--- config.mk ---
export PLATFORM = sky130hd
export DESIGN_NAME = tisRegs
export DESIGN_NICKNAME = d
export VERILOG_FILES = /design/src/hdl/tisPkg.sv /design/src/hdl/localityArbiter.sv /design/src/hdl/commandBuffer.sv /design/src/hdl/interruptCtrl.sv /design/src/hdl/tisRegs.sv
export VERILOG_INCLUDE_DIRS = /design/src /design/src/hdl
export SDC_FILE = /design/constraint.sdc
export NUM_CORES = 1
export LEC_CHECK = 0
export BUFFER_PORTS_ARGS = -buffer_cell sky130_fd_sc_hd__buf_4
export CAP_MARGIN = 20
export CORE_MARGIN = 2
export CORE_UTILIZATION = 42
export DETAILED_ROUTE_END_ITERATION = 8
export SYNTH_ARGS = -nofsm -noshare
export SYNTH_HDL_FRONTEND = slang
export SYNTH_SLANG_ARGS = --single-unit
--- constraint.sdc ---
create_clock -name clk_i -period 5.3 [get_ports clk_i]
set_input_delay 1.59 -clock clk_i [delete_from_list [all_inputs] [get_ports clk_i]]
set_output_delay 1.59 -clock clk_i [all_outputs]
set_load 0.005 [all_outputs]
--- src/hdl/tisConsts.svh ---
/* TPM TIS register map constants
   Register offsets, field bit positions and identity values */
`ifndef TIS_CONSTS_SVH
`define TIS_CONSTS_SVH

`define TIS_NUM_LOCALITIES 5
`define TIS_LOCALITY_NONE 4'hF

// Offsets inside one locality, always dword aligned
`define TIS_REG_ACCESS 12'h000
`define TIS_REG_INT_ENABLE 12'h008
`define TIS_REG_INT_VECTOR 12'h00C
`define TIS_REG_INT_STATUS 12'h010
`define TIS_REG_INTF_CAP 12'h014
`define TIS_REG_STS 12'h018
`define TIS_REG_DATA_FIFO 12'h024
`define TIS_REG_INTERFACE_ID 12'h030
`define TIS_REG_DID_VID 12'hF00
`define TIS_REG_RID 12'hF04

`define TIS_ACC_REQUEST_USE 1
`define TIS_ACC_SEIZE 3
`define TIS_ACC_BEEN_SEIZED 4
`define TIS_ACC_ACTIVE 5

`define TIS_STS_RETRY 1
`define TIS_STS_GO 5
`define TIS_STS_CMD_READY 6

`define TIS_INT_DATA_AVAIL 0
`define TIS_INT_LOC_CHANGE 2
`define TIS_INT_GLOBAL 7

// Identity words, byte 0 in the low bits
`define TIS_DID_VID 32'h0001_1B4E
`define TIS_RID 32'h0000_0000
`define TIS_INTERFACE_ID 32'h0000_2100 // FIFO interface, TIS only, 5 localities
`define TIS_INTF_CAP 32'h3000_0115 // Version 1.3, legacy transfer size

`define TIS_CMD_HDR_LEN 6
`define TIS_RAM_ADDR_W 11

`endif

--- src/hdl/tisPkg.sv ---
/* TPM TIS register file types
   Shared vectors, command FSM states and bundled buses */
`default_nettype none
`include "tisConsts.svh"

package tisPkg;

  typedef logic [7:0] byte_t;
  typedef logic [3:0] locality_t;
  typedef logic [11:0] regOffset_t;
  typedef logic [`TIS_RAM_ADDR_W-1:0] ramAddr_t;
  typedef logic [31:0] fifoCount_t; // Bytes left after the header
  typedef logic [`TIS_NUM_LOCALITIES-1:0] localityMask_t;

  // Low three bits index the byte inside reception and completion
  typedef enum logic [4:0] {
    stIdle = 5'b00000,
    stReady = 5'b00001,
    stExec = 5'b00010,
    stRecvHdr0 = 5'b01000,
    stRecvHdr1 = 5'b01001,
    stRecvHdr2 = 5'b01010,
    stRecvHdr3 = 5'b01011,
    stRecvHdr4 = 5'b01100,
    stRecvHdr5 = 5'b01101,
    stRecv = 5'b01110,
    stRecvLast = 5'b01111,
    stCplHdr0 = 5'b10000,
    stCplHdr1 = 5'b10001,
    stCplHdr2 = 5'b10010,
    stCplHdr3 = 5'b10011,
    stCplHdr4 = 5'b10100,
    stCplHdr5 = 5'b10101,
    stCpl = 5'b10110,
    stCplLast = 5'b10111
  } cmdState_t;

  typedef struct packed {
    logic [15:0] addr; // Locality in the top nibble
    byte_t wrData;
  } busReq_t;

  typedef struct packed {
    locality_t locality;
    regOffset_t offset;
    byte_t wrData;
  } tisAccess_t;

  typedef struct packed {
    ramAddr_t addr;
    byte_t wrData;
    logic wr; // Read whenever low
  } ramPort_t;

endpackage

`default_nettype wire

--- src/hdl/localityArbiter.sv ---
/* Locality arbiter
   TPM_ACCESS register, active locality and request/seize bookkeeping */
`default_nettype none
`include "tisConsts.svh"

module localityArbiter (
  input  logic               clk_i,
  input  logic               rstN_i,
  input  logic               rdStb_i,
  input  logic               wrStb_i,
  input  tisPkg::tisAccess_t access_i,
  output logic               accessMatch_o,
  output tisPkg::byte_t      rdData_o,
  output logic               rdHit_o,
  output logic               locChange_o,
  output logic               locAbort_o
);

  tisPkg::locality_t activeLoc;
  tisPkg::locality_t nextLoc; // Highest requester
  tisPkg::localityMask_t requestUse;
  tisPkg::localityMask_t beenSeized;
  tisPkg::localityMask_t ownBit;
  tisPkg::localityMask_t activeBit;
  tisPkg::localityMask_t nextBit;
  tisPkg::byte_t wd;
  logic accHit;
  logic noneActive;

  assign wd = access_i.wrData;
  assign ownBit = tisPkg::localityMask_t'(1) << access_i.locality;
  assign activeBit = tisPkg::localityMask_t'(1) << activeLoc; // Zero when none
  assign nextBit = tisPkg::localityMask_t'(1) << nextLoc;
  assign noneActive = activeLoc == `TIS_LOCALITY_NONE;
  assign accessMatch_o = access_i.locality == activeLoc;
  assign accHit = access_i.offset == `TIS_REG_ACCESS;
  assign rdHit_o = rdStb_i & accHit;

  // Valid, active, seized, pending request, own request, establishment
  assign rdData_o = {1'b1, 1'b0, accessMatch_o, |(beenSeized & ownBit), 1'b0,
                     |(requestUse & ~ownBit), |(requestUse & ownBit), 1'b1};

  always_comb begin
    nextLoc = `TIS_LOCALITY_NONE;
    for (int i = 0; i < `TIS_NUM_LOCALITIES; i++) begin
      if (requestUse[i]) nextLoc = tisPkg::locality_t'(i);
    end
  end

  always_ff @(posedge clk_i or negedge rstN_i) begin
    if (!rstN_i) begin
      activeLoc <= `TIS_LOCALITY_NONE;
      requestUse <= '0;
      beenSeized <= '0;
      locChange_o <= 1'b0;
      locAbort_o <= 1'b0;
    end else begin
      locChange_o <= 1'b0;
      locAbort_o <= 1'b0;
      // Only the lowest set field of a write acts
      if (wrStb_i && accHit) begin
        if (wd[`TIS_ACC_REQUEST_USE]) begin
          if (noneActive) activeLoc <= access_i.locality;
          else if (!accessMatch_o) requestUse <= requestUse | ownBit;
        end else if (wd[`TIS_ACC_SEIZE]) begin
          if (noneActive) begin
            activeLoc <= access_i.locality;
          end else if (access_i.locality > activeLoc) begin
            activeLoc <= access_i.locality;
            requestUse <= requestUse & ~ownBit;
            beenSeized <= beenSeized | activeBit;
            locChange_o <= |(requestUse & ownBit);
            locAbort_o <= 1'b1; // Preempted command dies
          end
        end else if (wd[`TIS_ACC_BEEN_SEIZED]) begin
          beenSeized <= beenSeized & ~ownBit;
        end else if (wd[`TIS_ACC_ACTIVE]) begin
          if (accessMatch_o) begin
            // Relinquish hands over to the highest requester
            activeLoc <= nextLoc;
            requestUse <= requestUse & ~nextBit;
            locChange_o <= nextLoc != `TIS_LOCALITY_NONE;
            locAbort_o <= 1'b1;
          end else begin
            requestUse <= requestUse & ~ownBit; // Withdraw own request
          end
        end
      end
    end
  end

  aActiveLocRange: assert property (@(posedge clk_i) disable iff (!rstN_i)
    (activeLoc < `TIS_NUM_LOCALITIES) || (activeLoc == `TIS_LOCALITY_NONE));

endmodule

`default_nettype wire

--- src/hdl/commandBuffer.sv ---
/* Command buffer
   Command FSM, length tracking, RAM pointer and the TPM_STS / DATA_FIFO registers */
`default_nettype none
`include "tisConsts.svh"

module commandBuffer (
  input  logic               clk_i,
  input  logic               rstN_i,
  input  logic               rdStb_i,
  input  logic               wrStb_i,
  input  tisPkg::tisAccess_t access_i,
  input  logic               accessMatch_i,
  input  logic               locAbort_i,
  input  logic               complete_i,
  input  tisPkg::byte_t      ramRdData_i,
  output tisPkg::byte_t      rdData_o,
  output logic               rdHit_o,
  output logic               dataAvailRise_o,
  output logic               exec_o,
  output logic               abort_o,
  output tisPkg::ramPort_t   ram_o
);

  tisPkg::cmdState_t state;
  tisPkg::fifoCount_t fifoLeft;
  tisPkg::regOffset_t regBase;
  tisPkg::byte_t wd;
  tisPkg::byte_t stepByte;
  logic [2:0] stepIdx;
  logic expectQ;
  logic dataAvail;
  logic cmdReady;
  logic stsHit;
  logic fifoHit;
  logic stsWr;
  logic cmdReadyWr;
  logic goWr;
  logic retryWr;
  logic cmdAbort;
  logic fifoWr;
  logic fifoRd;

  assign regBase = {access_i.offset[11:2], 2'b00};
  assign wd = access_i.wrData;
  assign stsHit = (regBase == `TIS_REG_STS) && accessMatch_i;
  assign fifoHit = (regBase == `TIS_REG_DATA_FIFO) && accessMatch_i;
  assign rdHit_o = rdStb_i & (stsHit | fifoHit);

  assign stsWr = wrStb_i & stsHit & (access_i.offset[1:0] == 2'd0);
  assign cmdReadyWr = stsWr & wd[`TIS_STS_CMD_READY];
  assign goWr = stsWr & wd[`TIS_STS_GO] & (state == tisPkg::stRecvLast);
  assign retryWr = stsWr & wd[`TIS_STS_RETRY] & (state[4:3] == 2'b10);
  assign cmdAbort = locAbort_i | (cmdReadyWr & (state != tisPkg::stIdle));

  assign fifoWr = wrStb_i & fifoHit & expectQ;
  assign fifoRd = rdStb_i & fifoHit & dataAvail;
  assign stepByte = fifoWr ? wd : ramRdData_i;
  assign stepIdx = state[2:0]; // Byte index within the transfer

  always_comb begin
    case (access_i.offset[1:0])
      2'd0: rdData_o = {1'b1, cmdReady, 1'b0, dataAvail, expectQ, 3'b000};
      2'd1: rdData_o = 8'h01; // Static burst count
      2'd2: rdData_o = 8'h00;
      default: rdData_o = 8'h04; // TPM 2.0 family
    endcase
    if (fifoHit) rdData_o = dataAvail ? ramRdData_i : 8'hFF;
  end

  always_ff @(posedge clk_i or negedge rstN_i) begin
    if (!rstN_i) begin
      state <= tisPkg::stIdle;
      fifoLeft <= '0;
      expectQ <= 1'b0;
      dataAvail <= 1'b0;
      cmdReady <= 1'b0;
      exec_o <= 1'b0;
      abort_o <= 1'b0;
      dataAvailRise_o <= 1'b0;
      ram_o.addr <= '1;
      ram_o.wrData <= '0;
      ram_o.wr <= 1'b0;
    end else begin
      ram_o.wr <= 1'b0;
      dataAvailRise_o <= 1'b0;
      if (cmdAbort) begin
        state <= tisPkg::stIdle;
        fifoLeft <= '0;
        expectQ <= 1'b0;
        dataAvail <= 1'b0;
        cmdReady <= 1'b0;
        exec_o <= 1'b0;
        ram_o.addr <= '1; // Pointer is pre-incremented on the first write
        // Leaving cplLast is the normal end of a response
        if (locAbort_i || state != tisPkg::stCplLast) abort_o <= 1'b1;
      end else if (exec_o && complete_i) begin
        exec_o <= 1'b0;
        state <= tisPkg::stCplHdr0;
        dataAvail <= 1'b1;
        dataAvailRise_o <= 1'b1;
      end else if (cmdReadyWr) begin // From idle only
        state <= tisPkg::stReady;
        expectQ <= 1'b1;
        cmdReady <= 1'b1;
        abort_o <= 1'b0;
        ram_o.addr <= '1;
      end else if (goWr) begin
        state <= tisPkg::stExec;
        exec_o <= 1'b1;
        ram_o.addr <= '0;
      end else if (retryWr) begin
        state <= tisPkg::stCplHdr0;
        dataAvail <= 1'b1;
        dataAvailRise_o <= ~dataAvail;
        ram_o.addr <= '0;
      end else if (fifoWr || fifoRd) begin
        ram_o.addr <= ram_o.addr + 1'b1;
        ram_o.wr <= fifoWr;
        if (fifoWr) ram_o.wrData <= wd;
        if (state == tisPkg::stReady) begin
          state <= tisPkg::stRecvHdr1; // First byte counts as header byte 0
          cmdReady <= 1'b0;
        end else begin
          // Header bytes 2..5 carry the big-endian length
          case (stepIdx)
            3'd2, 3'd3, 3'd4: fifoLeft[8*(5-stepIdx) +: 8] <= stepByte;
            3'd5: fifoLeft <= {fifoLeft[31:8], stepByte} - (`TIS_CMD_HDR_LEN + 1);
            3'd6: fifoLeft <= fifoLeft - 1'b1;
            default: ;
          endcase
          if (stepIdx != 3'd6 || fifoLeft == '0) begin
            state <= tisPkg::cmdState_t'(state + 1'b1);
          end
          if (stepIdx == 3'd6 && fifoLeft == '0) begin
            expectQ <= 1'b0;   // End of command
            dataAvail <= 1'b0; // End of response
          end
        end
      end
    end
  end

  // Expect set only in the reception states that still take bytes
  aRamWrExpect: assert property (@(posedge clk_i) disable iff (!rstN_i)
    ram_o.wr |-> $past(expectQ) && ($past(state) == tisPkg::stReady ||
                 ($past(state[4:3]) == 2'b01 && $past(state) != tisPkg::stRecvLast)));

endmodule

`default_nettype wire

--- src/hdl/interruptCtrl.sv ---
/* Interrupt controller
   INT_ENABLE, INT_STATUS and INT_VECTOR registers with a level interrupt */
`default_nettype none
`include "tisConsts.svh"

module interruptCtrl (
  input  logic               clk_i,
  input  logic               rstN_i,
  input  logic               rdStb_i,
  input  logic               wrStb_i,
  input  tisPkg::tisAccess_t access_i,
  input  logic               accessMatch_i,
  input  logic               locChange_i,
  input  logic               dataAvailRise_i,
  output tisPkg::byte_t      rdData_o,
  output logic               rdHit_o,
  output tisPkg::locality_t  irqNum_o,
  output logic               interrupt_o
);

  tisPkg::regOffset_t regBase;
  tisPkg::byte_t wd;
  logic [1:0] byteSel;
  logic hit;
  logic armed;
  logic globalEn;
  logic dataAvailEn;
  logic locChangeEn;
  logic dataAvailSt;
  logic locChangeSt;

  assign regBase = {access_i.offset[11:2], 2'b00};
  assign byteSel = access_i.offset[1:0];
  assign wd = access_i.wrData;
  assign armed = globalEn & |irqNum_o; // No vector means no interrupt
  assign rdHit_o = rdStb_i & hit;

  always_comb begin
    rdData_o = 8'h00;
    hit = 1'b1;
    case (regBase)
      `TIS_REG_INT_ENABLE: begin
        if (byteSel == 2'd0) begin
          rdData_o[4:3] = 2'b01; // Low level polarity
          rdData_o[`TIS_INT_LOC_CHANGE] = locChangeEn;
          rdData_o[`TIS_INT_DATA_AVAIL] = dataAvailEn;
        end else if (byteSel == 2'd3) begin
          rdData_o[`TIS_INT_GLOBAL] = globalEn;
        end
      end
      `TIS_REG_INT_VECTOR: if (byteSel == 2'd0) rdData_o = {4'h0, irqNum_o};
      `TIS_REG_INT_STATUS: begin
        if (byteSel == 2'd0) begin
          rdData_o[`TIS_INT_LOC_CHANGE] = locChangeSt;
          rdData_o[`TIS_INT_DATA_AVAIL] = dataAvailSt;
        end
      end
      default: hit = 1'b0;
    endcase
  end

  always_ff @(posedge clk_i or negedge rstN_i) begin
    if (!rstN_i) begin
      globalEn <= 1'b0;
      dataAvailEn <= 1'b0;
      locChangeEn <= 1'b0;
      dataAvailSt <= 1'b0;
      locChangeSt <= 1'b0;
      irqNum_o <= '0;
      interrupt_o <= 1'b0;
    end else begin
      if (wrStb_i && accessMatch_i) begin
        case (regBase)
          `TIS_REG_INT_ENABLE: begin
            if (byteSel == 2'd0) begin
              dataAvailEn <= wd[`TIS_INT_DATA_AVAIL];
              locChangeEn <= wd[`TIS_INT_LOC_CHANGE];
            end else if (byteSel == 2'd3) begin
              globalEn <= wd[`TIS_INT_GLOBAL];
            end
          end
          `TIS_REG_INT_VECTOR: if (byteSel == 2'd0) irqNum_o <= wd[3:0];
          `TIS_REG_INT_STATUS: begin
            if (byteSel == 2'd0 && wd[`TIS_INT_DATA_AVAIL]) dataAvailSt <= 1'b0;
            if (byteSel == 2'd0 && wd[`TIS_INT_LOC_CHANGE]) locChangeSt <= 1'b0;
          end
          default: ;
        endcase
      end
      // A new event beats a clear in the same cycle
      if (armed && dataAvailEn && dataAvailRise_i) dataAvailSt <= 1'b1;
      if (armed && locChangeEn && locChange_i) locChangeSt <= 1'b1;
      interrupt_o <= armed & (dataAvailSt | locChangeSt);
    end
  end

endmodule

`default_nettype wire

--- src/hdl/tisRegs.sv ---
/* TPM TIS register file top
   Host byte handshake, access strobes, identity registers and read merge */
`default_nettype none
`include "tisConsts.svh"

module tisRegs (
  input  logic              clk_i,
  input  logic              rstN_i,
  input  tisPkg::busReq_t   hostReq_i,
  input  logic              dataReq_i,
  input  logic              dataWr_i,
  input  logic              complete_i,
  input  tisPkg::byte_t     ramRdData_i,
  output logic              dataRd_o,
  output logic              wrDone_o,
  output tisPkg::byte_t     data_o,
  output tisPkg::locality_t irqNum_o,
  output logic              interrupt_o,
  output logic              exec_o,
  output logic              abort_o,
  output tisPkg::ramPort_t  ram_o
);

  tisPkg::tisAccess_t access;
  tisPkg::regOffset_t regBase;
  tisPkg::byte_t rdByte;
  tisPkg::byte_t arbByte;
  tisPkg::byte_t cmdByte;
  tisPkg::byte_t irqByte;
  logic [31:0] idWord;
  logic idHit;
  logic arbHit;
  logic cmdHit;
  logic irqHit;
  logic rdPend; // Read accepted, answered next edge
  logic wrPend;
  logic busy;
  logic locValid;
  logic rdStb;
  logic wrStb;
  logic accessMatch;
  logic locChange;
  logic locAbort;
  logic dataAvailRise;

  // Host holds the address stable for the whole access
  assign access.locality = hostReq_i.addr[15:12];
  assign access.offset = hostReq_i.addr[11:0];
  assign access.wrData = hostReq_i.wrData;
  assign regBase = {access.offset[11:2], 2'b00};
  assign locValid = access.locality < `TIS_NUM_LOCALITIES;
  assign busy = rdPend | wrPend | dataRd_o | wrDone_o;
  assign rdStb = rdPend & locValid;
  assign wrStb = wrPend & locValid;

  always_ff @(posedge clk_i or negedge rstN_i) begin
    if (!rstN_i) begin
      rdPend <= 1'b0;
      wrPend <= 1'b0;
      dataRd_o <= 1'b0;
      wrDone_o <= 1'b0;
    end else begin
      rdPend <= dataReq_i & ~busy;
      wrPend <= dataWr_i & ~dataReq_i & ~busy; // Reads go first
      if (rdPend) dataRd_o <= 1'b1;
      else if (!dataReq_i) dataRd_o <= 1'b0;
      if (wrPend) wrDone_o <= 1'b1;
      else if (!dataWr_i) wrDone_o <= 1'b0;
    end
  end

  always_ff @(posedge clk_i) begin
    if (rdPend) data_o <= rdByte;
  end

  always_comb begin
    idWord = 32'h0;
    idHit = locValid;
    case (regBase)
      `TIS_REG_DID_VID: idWord = `TIS_DID_VID;
      `TIS_REG_RID: idWord = `TIS_RID;
      `TIS_REG_INTERFACE_ID: idWord = `TIS_INTERFACE_ID;
      `TIS_REG_INTF_CAP: idWord = `TIS_INTF_CAP;
      default: idHit = 1'b0;
    endcase
    if (arbHit) rdByte = arbByte;
    else if (cmdHit) rdByte = cmdByte;
    else if (irqHit) rdByte = irqByte;
    else if (idHit) rdByte = idWord[8*access.offset[1:0] +: 8];
    else rdByte = 8'hFF; // Unmapped or out-of-range locality
  end

  localityArbiter i_arbiter (
    .clk_i(clk_i),
    .rstN_i(rstN_i),
    .rdStb_i(rdStb),
    .wrStb_i(wrStb),
    .access_i(access),
    .accessMatch_o(accessMatch),
    .rdData_o(arbByte),
    .rdHit_o(arbHit),
    .locChange_o(locChange),
    .locAbort_o(locAbort)
  );

  commandBuffer i_cmdBuf (
    .clk_i(clk_i),
    .rstN_i(rstN_i),
    .rdStb_i(rdStb),
    .wrStb_i(wrStb),
    .access_i(access),
    .accessMatch_i(accessMatch),
    .locAbort_i(locAbort),
    .complete_i(complete_i),
    .ramRdData_i(ramRdData_i),
    .rdData_o(cmdByte),
    .rdHit_o(cmdHit),
    .dataAvailRise_o(dataAvailRise),
    .exec_o(exec_o),
    .abort_o(abort_o),
    .ram_o(ram_o)
  );

  interruptCtrl i_irq (
    .clk_i(clk_i),
    .rstN_i(rstN_i),
    .rdStb_i(rdStb),
    .wrStb_i(wrStb),
    .access_i(access),
    .accessMatch_i(accessMatch),
    .locChange_i(locChange),
    .dataAvailRise_i(dataAvailRise),
    .rdData_o(irqByte),
    .rdHit_o(irqHit),
    .irqNum_o(irqNum_o),
    .interrupt_o(interrupt_o)
  );

  aOneDone: assert property (@(posedge clk_i) disable iff (!rstN_i)
    !(dataRd_o && wrDone_o));

endmodule

`default_nettype wire

==> out/summary.txt <==
worst min path class: reg -> reg
Syn Std Cell Area: 0.00784 sq mm
max incr delay on CP: 580 ps
layout cell share with drive strength beyond 1: 18.1%
Crit-path slowest cell: or4b_4
Tcrit/Tclk final: 88.1%
Final HPWL DP: 20,900 um
Setup CP Type: in -> reg
top-count cell post-synth: nor2_1
Seq cells post-synth: 101
CTS clk-pin slew, worst paths: 80 ps
cell count of the worst hold path: 2
CTS H-Tree Depth: 3
worst vdd ir: 0.143 mV
# fillers: 1,792
row cnt: 49
area grow syn2layout: 15.6%
antenna violations before repair: 0
Most used DFF post-synth: dfrtp_1
RSZ-0062 raised after global routing: false
Layout Nets: 1,094
synth warn: 0
Antenna Cells: 0
Netlist cell types: 80
crit path time final: 4670 ps
Synth top area share: 24.9%
achievable frequency: 0.214 GHz
most frequent CP cell: mux2_2
pwr dens: 189 mW/mm^2
TritonCTS clock tree: yes
Slew Limit Fails: 0
Least-Margin Pin Slew: 1090 ps
Post CTS Setup Buffer Count: 0
Yosys top cell by area: dfrtp_1
antenna viol nets, final: 0
status: finished, final reports clean
vias per cell: 6.61
final setup vio count: 0
die area: 0.0198 sq mm
Buffers on Ports: 73
DRT Pass-1 Iters: 7
vias in the first global route: 7,687
CP arrival: 4910 ps
drt wl/cell: 22.5 um
initial DRC count: 983
detailed-route via count: 8,380
Lkg Pwr: 0.00384 uW
clk sinks: 101
io pins: 74
drt drc: 0
Startpoint Class: input port
GP Congestion: 1.05
DIE HEIGHT: 141 um
Seq/Total Area, Yosys: 33.0%
core area: 0.0181 sq mm
skew final: 14.6 ps
fin util: 49.9%
post-synth net total: 1,031
Slew headroom: 26.9%
clock buffer depth: 2
CP Data Required Time: 5540 ps
Fin. Hold Viols: 0
CP endpoint kind: flip-flop
Die X: 141 um
setup TNS: 0 ps
R2R cell count: 12
Synth top cells by count: 93 x nor2_1, 88 x nand2_1, 83 x o21ai_0, 78 x dfrtp_1, 69 x a21oi_1
cts hold-fix bufs: 0
average size of a mapped cell: 8.08 sq um
cts bufs inserted: 9
all-layer global routing usage: 28.6%
Post-Syn Instances: 970
root buffer cell: clkbuf_16
Starting Density: 43.2%
grt ovf: 0
first-pass GRT wire length: 44,200 um
Post-Route WL: 28,500 um
max-cap check violation count: 0
Power, Total: 1710 uW
largest net degree at the start of global routing: 76
crit-path cells: buf_4, or4b_4, nor4_4, nand2_1, mux2_2, ha_1, a21boi_0, mux2_2, a32o_1, a2111oi_0, o31ai_1
clock latency on the worst-skew pair: 370 ps
Crit Path Max Fanout: 10
ys async rst share: 92.1%
number of synthesized flops with an enable pin: 8
top cells by area in the synthesized netlist: dfrtp_1 25%, o21ai_0 5.3%, dfstp_2 5.0%
PostCTS Resize Cnt: 0
[stage by stage]
step | hold slack (ps) | area (sq um) | cells | worst slack (ps)
after floorplan | 447 | 7840 | 970 | 0.527
after global placement | 468 | 8710 | 1250 | 450
after detailed placement | 478 | 8710 | 1250 | 311
after CTS | 486 | 9030 | 1266 | 688
after global routing | 499 | 9060 | 1267 | 485
final | 485 | 9060 | 1267 | 629
[logic make-up (layout without fill, tap and decap cells)]
group,after synthesis,count (layout),share of synthesized area (%)
AO/OA/AOI/OAI,327,327,27.6
adder cells (fa/ha/maj),24,24,3.93
buffers and inverters,92,160,4.50
multiplexers,30,30,4.22
XOR/XNOR,10,10,1.12
flip-flops,101,101,33.0
AND/OR/NAND/NOR,386,386,25.7
[area by class of cell]
cell class	count	area (sq um)	area share, %
clock buffer	11	275	3.04
clock inverter	5	45.0	0.497
inverter	39	146	1.62
multi-input combinational	777	4910	54.2
sequential	101	2590	28.6
tap	229	287	3.16
timing repair buffer	105	808	8.92
[metal layers]
| metal | vias up | track usage, % | share of wire, % |
|---|---|---|---|
| li1 | 3811 | - | - |
| met1 | 4050 | 40.1 | 44 |
| met2 | 437 | 43.4 | 43 |
| met3 | 82 | 6.25 | 9.1 |
| met4 | 0 | 11.0 | 3.8 |
| met5 | - | 0 | 0 |
[critical path: cells and delay by family]
family	cells	cell delay, ps
buffers and inverters	1	140
and+or+nand+nor	3	1000
muxes	2	720
adders and majority gates	1	240
AOI/OAI and AO/OA	4	1220
[path summary, 6_finish.rpt]
kind / startpoint / to / slack (ps)
max reg2reg: i_cmdBuf.state[1]$_DFFE_PN0P_ / i_cmdBuf.fifoLeft[16]$_DFFE_PN0P_ / 1490
max: hostReq_i[12] / i_cmdBuf.fifoLeft[30]$_DFFE_PN0P_ / 630
min reg2reg: i_cmdBuf.ram_o[19]$_DFFE_PN1P_ / i_cmdBuf.ram_o[19]$_DFFE_PN1P_ / 490
max in group asynchronous: rstN_i / rdPend$_DFF_PN0_ / 3320
min: i_cmdBuf.ram_o[19]$_DFFE_PN1P_ / i_cmdBuf.ram_o[19]$_DFFE_PN1P_ / 490
min in group asynchronous: rstN_i / i_arbiter.beenSeized[1]$_DFFE_PN0P_ / 1060
[sequential cells by signal, summed over array words and instances (netlist names), 4 cells and up]
register              cells
i_irq.irqNum_o            4
i_arbiter.beenSeized      5
data_o                    8
i_cmdBuf.ram_o           20
i_cmdBuf.state            5
i_arbiter.activeLoc       4
i_cmdBuf.fifoLeft        32
i_arbiter.requestUse      5
[cells in the final DEF, fill, tap and decap left out, types with 6 or more instances in the layout]
master / count
a22o_1: 6
or4_1: 10
nor4_1: 16
o22ai_1: 6
a22oi_1: 8
a21oi_1: 69
inv_1: 39
and3_1: 22
nand2_1: 88
nand3_1: 25
o211ai_1: 7
nor3_1: 40
a21o_1: 11
o31ai_1: 20
dfrtp_1: 78
a211oi_1: 10
and2_1: 8
or3_1: 12
a31oi_1: 20
nor2_1: 93
nor2b_1: 7
o21ai_0: 83
a221oi_1: 14
nand4_1: 16
mux2i_1: 6
a31o_2: 6
mux2_2: 24
dfstp_2: 15
clkbuf_16: 11
xor2_1: 6
nor4b_1: 6
edfxtp_1: 8
buf_4: 104
ha_1: 23
nand3b_1: 6
or2_2: 7
o21a_1: 8
[power breakdown]
part	switching [uW]	total [uW]	internal [uW]	leakage, uW
combinational	99.1	161	61.6	0.00243
sequential	25.9	821	795	0.00125
clock	346	732	386	0.000160
total	472	1710	1240	0.00384
Power figures use the tool's default switching activity.
